<file path="src/hw/rv_core_defs.svh">
`ifndef RV_CORE_DEFS_SVH
`define RV_CORE_DEFS_SVH

// Datapath and register file
`define RV_XLEN          32
`define RV_NREGS         32

// Implemented machine CSR addresses
`define RV_CSR_MSTATUS   12'h300
`define RV_CSR_MTVEC     12'h305
`define RV_CSR_MSCRATCH  12'h340
`define RV_CSR_MEPC      12'h341
`define RV_CSR_MCAUSE    12'h342

// MPP field set to machine mode
`define RV_MSTATUS_RESET 32'h0000_1800

// Environment call from M-mode
`define RV_CAUSE_ECALL   32'd11

`endif
</file>
<file path="src/hw/rv_core_pkg.sv">
`include "rv_core_defs.svh"

package rv_core_pkg;

  typedef struct packed {
    logic [6:0] funct7;
    logic [4:0] rs2;
    logic [4:0] rs1;
    logic [2:0] funct3;
    logic [4:0] rd;
    logic [6:0] opcode;
  } r_fmt_t;

  typedef struct packed {
    logic [11:0] imm12; // CSR address for SYSTEM ops
    logic [4:0]  rs1;
    logic [2:0]  funct3;
    logic [4:0]  rd;
    logic [6:0]  opcode;
  } i_fmt_t;

  typedef struct packed {
    logic [19:0] imm20;
    logic [4:0]  rd;
    logic [6:0]  opcode;
  } u_fmt_t;

  // One instruction word, three format views
  typedef union packed {
    r_fmt_t r_fmt;
    i_fmt_t i_fmt;
    u_fmt_t u_fmt;
  } instr_u;

  typedef enum logic [2:0] {
    OP_ADD,
    OP_SUB,
    OP_ADDI,
    OP_LUI,
    OP_CSRRW,
    OP_CSRRS,
    OP_ECALL,
    OP_NOP
  } op_e;

  typedef struct packed {
    logic                valid;
    logic [`RV_XLEN-1:0] pc;
    op_e                 op;
    logic [4:0]          rd;
    logic [4:0]          rs1;
    logic [4:0]          rs2;
    logic [`RV_XLEN-1:0] imm;
    logic [11:0]         csr_addr;
  } dec_t;

  typedef struct packed {
    logic                valid;
    logic [`RV_XLEN-1:0] pc;
    logic [4:0]          rd;
    logic                rd_we;
    logic [`RV_XLEN-1:0] result;
    logic                csr_we;
    logic [11:0]         csr_waddr;
    logic [`RV_XLEN-1:0] csr_wdata;
    logic                ecall; // Writes mepc and mcause together
  } ex_t;

  typedef struct packed {
    logic                valid;
    logic [`RV_XLEN-1:0] pc;
    logic [4:0]          rd;
    logic                rd_we;
    logic [`RV_XLEN-1:0] data;
  } retire_t;

endpackage

</file>
<file path="src/hw/rv_core.sv">
`include "rv_core_defs.svh"

module rv_core
  import rv_core_pkg::*;
(
  input  logic                clk,
  input  logic                rst,
  input  logic                in_valid,
  input  instr_u              in_instr,
  input  logic [`RV_XLEN-1:0] in_pc,
  output retire_t             retire
);

  dec_t                dec;
  ex_t                 ex;
  logic [4:0]          rs1;
  logic [4:0]          rs2;
  logic [11:0]         csr_raddr;
  logic [`RV_XLEN-1:0] src1;
  logic [`RV_XLEN-1:0] src2;
  logic [`RV_XLEN-1:0] csr_rdata;

  rv_decode decode_i (
    .clk      (clk),
    .rst      (rst),
    .in_valid (in_valid),
    .in_instr (in_instr),
    .in_pc    (in_pc),
    .dec      (dec)
  );

  // Operand reads loop back from writeback in the same cycle
  rv_execute execute_i (
    .clk       (clk),
    .rst       (rst),
    .dec       (dec),
    .rs1       (rs1),
    .rs2       (rs2),
    .csr_raddr (csr_raddr),
    .src1      (src1),
    .src2      (src2),
    .csr_rdata (csr_rdata),
    .ex        (ex)
  );

  rv_writeback writeback_i (
    .clk       (clk),
    .rst       (rst),
    .rs1       (rs1),
    .rs2       (rs2),
    .csr_raddr (csr_raddr),
    .src1      (src1),
    .src2      (src2),
    .csr_rdata (csr_rdata),
    .ex        (ex),
    .retire    (retire)
  );

endmodule

</file>
<file path="src/hw/rv_writeback.sv">
`include "rv_core_defs.svh"

module rv_writeback
  import rv_core_pkg::*;
(
  input  logic                clk,
  input  logic                rst,
  input  logic [4:0]          rs1,
  input  logic [4:0]          rs2,
  input  logic [11:0]         csr_raddr,
  output logic [`RV_XLEN-1:0] src1,
  output logic [`RV_XLEN-1:0] src2,
  output logic [`RV_XLEN-1:0] csr_rdata,
  input  ex_t                 ex,
  output retire_t             retire
);

  logic [`RV_XLEN-1:0] regs [`RV_NREGS];

  logic [`RV_XLEN-1:0] mstatus;
  logic [`RV_XLEN-1:0] mtvec;
  logic [`RV_XLEN-1:0] mscratch;
  logic [`RV_XLEN-1:0] mepc;
  logic [`RV_XLEN-1:0] mcause;

  logic [`RV_XLEN-1:0] mstatus_n;
  logic [`RV_XLEN-1:0] mtvec_n;
  logic [`RV_XLEN-1:0] mscratch_n;
  logic [`RV_XLEN-1:0] mepc_n;
  logic [`RV_XLEN-1:0] mcause_n;

  logic    reg_wr;
  retire_t retire_d;

  assign reg_wr = ex.valid && ex.rd_we && (ex.rd != 5'd0);

  always_ff @(posedge clk) begin
    if (rst) begin
      for (int i = 0; i < `RV_NREGS; i++) begin
        regs[i] <= '0;
      end
    end else if (reg_wr) begin
      regs[ex.rd] <= ex.result;
    end
  end

  // Write-through on a match with the committing rd
  assign src1 = (rs1 == 5'd0) ? '0 : (reg_wr && ex.rd == rs1) ? ex.result : regs[rs1];
  assign src2 = (rs2 == 5'd0) ? '0 : (reg_wr && ex.rd == rs2) ? ex.result : regs[rs2];

  // Next CSR state, also the write-through source
  always_comb begin
    mstatus_n  = mstatus;
    mtvec_n    = mtvec;
    mscratch_n = mscratch;
    mepc_n     = mepc;
    mcause_n   = mcause;
    if (ex.valid && ex.csr_we) begin
      case (ex.csr_waddr)
        `RV_CSR_MSTATUS:  mstatus_n  = ex.csr_wdata;
        `RV_CSR_MTVEC:    mtvec_n    = ex.csr_wdata;
        `RV_CSR_MSCRATCH: mscratch_n = ex.csr_wdata;
        `RV_CSR_MEPC:     mepc_n     = ex.csr_wdata;
        `RV_CSR_MCAUSE:   mcause_n   = ex.csr_wdata;
        default:          ; // Unimplemented CSRs ignore writes
      endcase
    end
    if (ex.valid && ex.ecall) begin
      mepc_n   = ex.pc;
      mcause_n = `RV_CAUSE_ECALL;
    end
  end

  always_ff @(posedge clk) begin
    if (rst) begin
      mstatus  <= `RV_MSTATUS_RESET;
      mtvec    <= '0;
      mscratch <= '0;
      mepc     <= '0;
      mcause   <= '0;
    end else begin
      mstatus  <= mstatus_n;
      mtvec    <= mtvec_n;
      mscratch <= mscratch_n;
      mepc     <= mepc_n;
      mcause   <= mcause_n;
    end
  end

  always_comb begin
    case (csr_raddr)
      `RV_CSR_MSTATUS:  csr_rdata = mstatus_n;
      `RV_CSR_MTVEC:    csr_rdata = mtvec_n;
      `RV_CSR_MSCRATCH: csr_rdata = mscratch_n;
      `RV_CSR_MEPC:     csr_rdata = mepc_n;
      `RV_CSR_MCAUSE:   csr_rdata = mcause_n;
      default:          csr_rdata = '0;
    endcase
  end

  always_comb begin
    retire_d.valid = ex.valid;
    retire_d.pc    = ex.pc;
    retire_d.rd    = ex.rd;
    retire_d.rd_we = reg_wr;
    retire_d.data  = ex.result;
  end

  always_ff @(posedge clk) begin
    retire <= retire_d;
    if (rst) begin
      retire.valid <= 1'b0;
    end
  end

endmodule

</file>
<file path="src/hw/rv_execute.sv">
`include "rv_core_defs.svh"

module rv_execute
  import rv_core_pkg::*;
(
  input  logic                clk,
  input  logic                rst,
  input  dec_t                dec,
  output logic [4:0]          rs1,
  output logic [4:0]          rs2,
  output logic [11:0]         csr_raddr,
  input  logic [`RV_XLEN-1:0] src1,
  input  logic [`RV_XLEN-1:0] src2,
  input  logic [`RV_XLEN-1:0] csr_rdata,
  output ex_t                 ex
);

  logic writes_rd;
  logic writes_csr;
  ex_t  ex_d;

  // Operand reads go straight to the writeback read ports
  assign rs1       = dec.rs1;
  assign rs2       = dec.rs2;
  assign csr_raddr = dec.csr_addr;

  always_comb begin
    writes_rd      = 1'b0;
    writes_csr     = 1'b0;
    ex_d.valid     = dec.valid;
    ex_d.pc        = dec.pc;
    ex_d.rd        = dec.rd;
    ex_d.result    = '0;
    ex_d.csr_waddr = dec.csr_addr;
    ex_d.csr_wdata = '0;
    ex_d.ecall     = 1'b0;
    case (dec.op)
      OP_ADD: begin
        writes_rd   = 1'b1;
        ex_d.result = src1 + src2;
      end
      OP_SUB: begin
        writes_rd   = 1'b1;
        ex_d.result = src1 - src2;
      end
      OP_ADDI: begin
        writes_rd   = 1'b1;
        ex_d.result = src1 + dec.imm;
      end
      OP_LUI: begin
        writes_rd   = 1'b1;
        ex_d.result = dec.imm;
      end
      OP_CSRRW: begin
        writes_rd      = 1'b1;
        writes_csr     = 1'b1;
        ex_d.result    = csr_rdata;
        ex_d.csr_wdata = src1;
      end
      OP_CSRRS: begin
        writes_rd      = 1'b1;
        writes_csr     = (dec.rs1 != 5'd0); // rs1 of x0 is a pure read
        ex_d.result    = csr_rdata;
        ex_d.csr_wdata = csr_rdata | src1;
      end
      OP_ECALL: begin
        ex_d.ecall = dec.valid;
      end
      default: begin
        writes_rd = 1'b0;
      end
    endcase
    ex_d.rd_we  = dec.valid && writes_rd && (dec.rd != 5'd0);
    ex_d.csr_we = dec.valid && writes_csr;
  end

  always_ff @(posedge clk) begin
    ex <= ex_d;
    if (rst) begin
      ex.valid <= 1'b0;
    end
  end

endmodule

</file>
<file path="src/hw/rv_decode.sv">
`include "rv_core_defs.svh"

module rv_decode
  import rv_core_pkg::*;
(
  input  logic                clk,
  input  logic                rst,
  input  logic                in_valid,
  input  instr_u              in_instr,
  input  logic [`RV_XLEN-1:0] in_pc,
  output dec_t                dec
);

  localparam logic [6:0] OPC_OP     = 7'b0110011;
  localparam logic [6:0] OPC_OPIMM  = 7'b0010011;
  localparam logic [6:0] OPC_LUI    = 7'b0110111;
  localparam logic [6:0] OPC_SYSTEM = 7'b1110011;

  localparam logic [6:0] F7_ADD = 7'b0000000;
  localparam logic [6:0] F7_SUB = 7'b0100000;

  localparam logic [2:0] F3_ADD   = 3'b000;
  localparam logic [2:0] F3_PRIV  = 3'b000;
  localparam logic [2:0] F3_CSRRW = 3'b001;
  localparam logic [2:0] F3_CSRRS = 3'b010;

  op_e                 op;
  logic [`RV_XLEN-1:0] imm_i;
  logic [`RV_XLEN-1:0] imm_u;
  dec_t                dec_d;

  always_comb begin
    op = OP_NOP;
    case (in_instr.r_fmt.opcode)
      OPC_OP: begin
        if (in_instr.r_fmt.funct3 == F3_ADD) begin
          if (in_instr.r_fmt.funct7 == F7_ADD) begin
            op = OP_ADD;
          end else if (in_instr.r_fmt.funct7 == F7_SUB) begin
            op = OP_SUB;
          end
        end
      end
      OPC_OPIMM: begin
        if (in_instr.i_fmt.funct3 == F3_ADD) begin
          op = OP_ADDI;
        end
      end
      OPC_LUI: begin
        op = OP_LUI;
      end
      OPC_SYSTEM: begin
        case (in_instr.i_fmt.funct3)
          F3_PRIV: begin
            // ECALL is the all-zero PRIV encoding
            if (in_instr.i_fmt.imm12 == 12'h000 &&
                in_instr.i_fmt.rs1 == 5'd0 &&
                in_instr.i_fmt.rd == 5'd0) begin
              op = OP_ECALL;
            end
          end
          F3_CSRRW: begin
            op = OP_CSRRW;
          end
          F3_CSRRS: begin
            op = OP_CSRRS;
          end
          default: begin
            op = OP_NOP;
          end
        endcase
      end
      default: begin
        op = OP_NOP;
      end
    endcase
  end

  assign imm_i = {{(`RV_XLEN-12){in_instr.i_fmt.imm12[11]}}, in_instr.i_fmt.imm12};
  assign imm_u = {in_instr.u_fmt.imm20, 12'h000};

  always_comb begin
    dec_d.valid    = in_valid;
    dec_d.pc       = in_pc;
    dec_d.op       = op;
    dec_d.rd       = in_instr.r_fmt.rd;
    dec_d.rs1      = in_instr.r_fmt.rs1;
    dec_d.rs2      = in_instr.r_fmt.rs2;
    dec_d.imm      = (op == OP_LUI) ? imm_u : imm_i;
    dec_d.csr_addr = in_instr.i_fmt.imm12;
  end

  always_ff @(posedge clk) begin
    dec <= dec_d;
    if (rst) begin
      dec.valid <= 1'b0;
    end
  end

endmodule

</file>
<file path="config.mk">
export PLATFORM = sky130hd
export DESIGN_NAME = rv_core
export DESIGN_NICKNAME = d
export VERILOG_FILES = /design/src/hw/rv_core_pkg.sv /design/src/hw/rv_core.sv /design/src/hw/rv_writeback.sv /design/src/hw/rv_execute.sv /design/src/hw/rv_decode.sv
export VERILOG_INCLUDE_DIRS = /design/src /design/src/hw
export SDC_FILE = /design/constraint.sdc
export NUM_CORES = 2
export LEC_CHECK = 0
export BUFFER_PORTS_ARGS = -buffer_cell sky130_fd_sc_hd__buf_2
export CAP_MARGIN = 20
export CORE_ASPECT_RATIO = 1.25
export CORE_UTILIZATION = 68
export DETAILED_ROUTE_END_ITERATION = 10
export PLACE_DENSITY = 0.85
export SLEW_MARGIN = 10
export SYNTH_ARGS = -nofsm -noshare
export SYNTH_HDL_FRONTEND = slang
export SYNTH_SLANG_ARGS = --single-unit
export TNS_END_PERCENT = 10
</file>
<file path="constraint.sdc">
create_clock -name clk -period 13.5 [get_ports clk]
set_input_delay 2.025 -clock clk [delete_from_list [all_inputs] [get_ports clk]]
set_output_delay 2.025 -clock clk [all_outputs]
set_load 0.03 [all_outputs]
</file>
==> parameters.txt <==
Parameter                              Value

Logic synthesis
  Count of flip-flops with a built-in enable after synthesis    1,024
  Fraction of the mapped netlist area in simple logic gates    13.9%
  Compound-cell area share of the yosys netlist    5.78%
  Xor and xnor area share after synthesis    0.542%
  Per-instance average area after synthesis    13.3 um2
  Fraction of the mapped netlist area in adder cells    0.582%
  Library cells used by synthesis    83
  Yosys synthesis warning count    0
  Library cell with the largest summed area after synthesis    edfxtp_1
  Ys flop type    edfxtp_1
  Fraction of registers with async set or reset after synthesis    0%
  Sequential element share of the synthesized area    54.7%
  Post-synthesis cell area    72,200 um2
  Mux share of post-synthesis cell area    21.4%
  Main combinational cell family by area after synthesis    multiplexers
  Post-synth top area share    42.6%
  Instance count of the mapped netlist    5,447
  Synthesis-stage register bit count    1,461
  Synth top area cells    edfxtp_1, mux4_2, dfxtp_1

Floorplanning
  Die Footprint    108,000 um2
  Boundary pin count    138
  DIE WIDTH    294 um
  Number of placement rows    133
  Initial core utilization    68.7%
  Core Region    105,000 um2
  Y dimension of the die    366 um

STA
  RSZ-0062 raised after global routing    false
  Total Neg Setup Slack    0 ns
  Period Utilization, post-route    66.7%
  Fin. max-slew vios    0
  Final setup violation count    0
  Worst hold slack after final layout    0.327 ns
  Normalized max-slew margin    20.1%
  Post-layout minimum cycle time    9.00 ns
  Slew at the pin with the worst max-slew slack    1.19 ns
  Maximum clock frequency    111 MHz
  Final Skew    0.0252 ns
  Smallest setup slack after layout    4.50 ns
  Hold Violations, Final    0

CTS
  CTS H-Tree Depth    4
  Setup bufs post-CTS    0
  Number of hold-repair buffers added at the cts stage    0
  CTS-repair resized insts    0
  Clock slew seen by the registers of the worst setup and hold paths    0.06 ns
  CTS max path bufs    3
  CTS tree    built
  Later-pin clock latency in the skew report    0.81 ns
  Clock root buffer    clkbuf_16
  Clock buffers created by TritonCTS    139
  Clock sink count    1,461

Worst setup path
  Slowest cell on the critical path    buf_4
  Crit path launch    execute_i.rs2[0]$_DFF_P_
  Peak per-stage delay on the critical path    0.80 ns
  Type of the setup path with the least slack    reg2reg
  Critical Path Start Type    flip-flop
  Critical register-to-register path endpoint    execute_i.ex[77]$_DFF_P_
  Crit path max fanout    41
  Required time of the critical path    14.21 ns
  R2R Setup Slk    4.50 ns
  End of the critical path    execute_i.ex[77]$_DFF_P_
  Kind of end point of the critical path    flip-flop
  RR Startpoint    execute_i.rs2[0]$_DFF_P_
  Most frequent cell on the critical path    a21oi_1
  Worst endpoint data arrival time    9.71 ns
  Cells on worst reg2reg path    26

Global routing
  Via count of the first global-routing pass    51,900
  Total global routing track utilization    45.7%
  Number of antenna violations at the first check in global routing    13
  Remaining global-route overflow    0
  Global-route wire length before repair    350,000 um
  Largest net degree at the start of global routing    121

Route
  Post-DR vias/cell    7.51
  Routed wirelength normalized by instance count    35.2 um
  Final antenna-violating net count    0
  Number of iterations in the first detailed-routing pass    7
  Initial DRC count    8,516
  Post-route DRC    0
  Routed via count    52,200
  Overall routed net length    245,000 um

Place
  Final RePlAce weighted congestion    1.02
  Placed instance count    6,687
  HPWL reported at the end of detailed placement    150,000 um
  Post-place setup slack    4.72 ns
  Number of buffers added on ports    137

Cells and area
  Number of standard cells in the final layout excluding fillers    6,952
  Fraction of layout instances using a drive strength above 1    21.6%
  FILL cells    6,105
  Net count reported at finish    5,511
  Post-synthesis to final-layout area growth    9.31%

Flow run
  MaxCap Viol Count    0

Min path
  Path type of the worst min-delay path    reg2reg
  Hold wc startpoint    decode_i.dec[92]$_DFF_P_

Run status
  Run status    finished, final reports clean

Power and ir drop
  Pwr dens    128 nW/um2
  Worst vdd rail ir drop    0.150 mV
  Static Leak    30.2 nW
==> worst max-delay path: cells and delay by family, from the launching register on <==
kind / cells / cell delay, ns
flip-flops: 1 / 0.72
AND/OR/NAND/NOR: 3 / 1.55
adder cells (fa/ha/maj): 1 / 0.38
AO/OA/AOI/OAI: 18 / 4.12
XOR/XNOR: 1 / 0.34
multiplexers: 1 / 0.16
buffers and inverters: 2 / 1.56
==> through the flow <==
step / cell area [um2] / total power, mW / util [%]
after global placement: 74200 / 6.05 / 70.5
after global routing: 78900 / 10.3 / 75.0
after CTS: 78900 / 10.0 / 75.0
final: 79000 / 10.1 / 75.1
after detailed placement: 74200 / 6.07 / 70.6
after floorplan: 72300 / 5.71 / -
==> synth_stat cells, types with 85 or more instances <==
cell type  instances
a21oi_1          189
and2_1           907
clkbuf_1         403
dfxtp_1          437
edfxtp_1        1024
mux2i_1          305
mux4_2           543
nand2_1          150
nor2_1           444
nor3_1           136
o22ai_1           85
==> registers in the layout (all words and copies together) (netlist names) <==
register,count
decode_i.dec,80
execute_i.ex,117
execute_i.rs1,5
execute_i.rs2,4
writeback_i.mcause,32
writeback_i.mepc,32
writeback_i.mscratch,32
writeback_i.mstatus,32
writeback_i.mtvec,32
writeback_i.regs,1024
writeback_i.retire,71
==> layer usage <==
layer | GRT usage [%] | up-vias | routed length, um
li1 | - | 20400 | -
met1 | 52.8 | 25300 | 72700
met2 | 69.9 | 5183 | 112000
met3 | 16.3 | 1359 | 37800
met4 | 34.5 | 12 | 22700
met5 | 0 | - | 74
==> how the worst min path moves through the flow <==
stage / end / slack (ns) / cells after the start
6_report: execute_i.ex[114]$_DFF_P_ / 0.33 / 0
5_1_grt: execute_i.ex[93]$_DFF_P_ / 0.33 / 0
4_1_cts: execute_i.ex[105]$_DFF_P_ / 0.33 / 0
3_5_place_dp: execute_i.ex[114]$_DFF_P_ / 0.31 / 0
3_3_place_gp: execute_i.ex[85]$_DFF_P_ / 0.31 / 0
2_1_floorplan: execute_i.ex[100]$_DFF_P_ / 0.31 / 0
==> cells in the final DEF (no fill, tap or decap), types with 24 or more instances in the layout <==
cell,netlist,layout
conb_1,1,32
o221ai_1,29,29
mux2i_1,305,305
or2_2,38,38
ha_1,32,32
edfxtp_1,1024,1024
nor3_1,136,133
o21ai_0,70,70
dfxtp_1,437,424
clkbuf_16,0,142
a21oi_1,189,189
nor2b_1,40,40
nand2_1,150,149
nor4_1,24,24
and2_1,907,906
buf_2,21,136
o22ai_1,85,85
nor2_1,444,414
clkinv_2,0,33
buf_4,11,167
nor2_2,0,30
a211oi_1,61,61
inv_1,27,26
nand3_1,37,35
a22oi_1,35,35
mux4_2,543,543
a21o_1,34,34
==> logic make-up (layout without fill, tap and decap cells) <==
| kind of cell | after synthesis | after routing |
|---|---|---|
| AND/OR/NAND/NOR | 1863 | 1863 |
| flip-flops | 1461 | 1461 |
| multiplexers | 866 | 866 |
| AO/OA/AOI/OAI | 635 | 635 |
| buffers and inverters | 545 | 593 |
| XOR/XNOR | 43 | 43 |
| adder cells (fa/ha/maj) | 33 | 33 |
| other | 1 | 41 |
==> where the power goes <==
part	switching, mW	internal, mW	leakage [nW]
logic	0.638	0.397	13.5
registers	0.104	4.90	14.4
clock network	1.81	2.27	2.32
==> cell type report <==
type	count	area [um2]	share of cell area (%)
Multi-Input combinational cell	3472	30800	39.0
Antenna cell	9	22.5	0.0285
Inverter	28	105	0.133
Sequential cell	1461	39500	50.1
Timing Repair Buffer	309	2040	2.58
Clock inverter	89	1000	1.27
Tap cell	1417	1770	2.25
Clock buffer	167	3720	4.71
No activity file was read; power rests on OpenSTA's default activity.
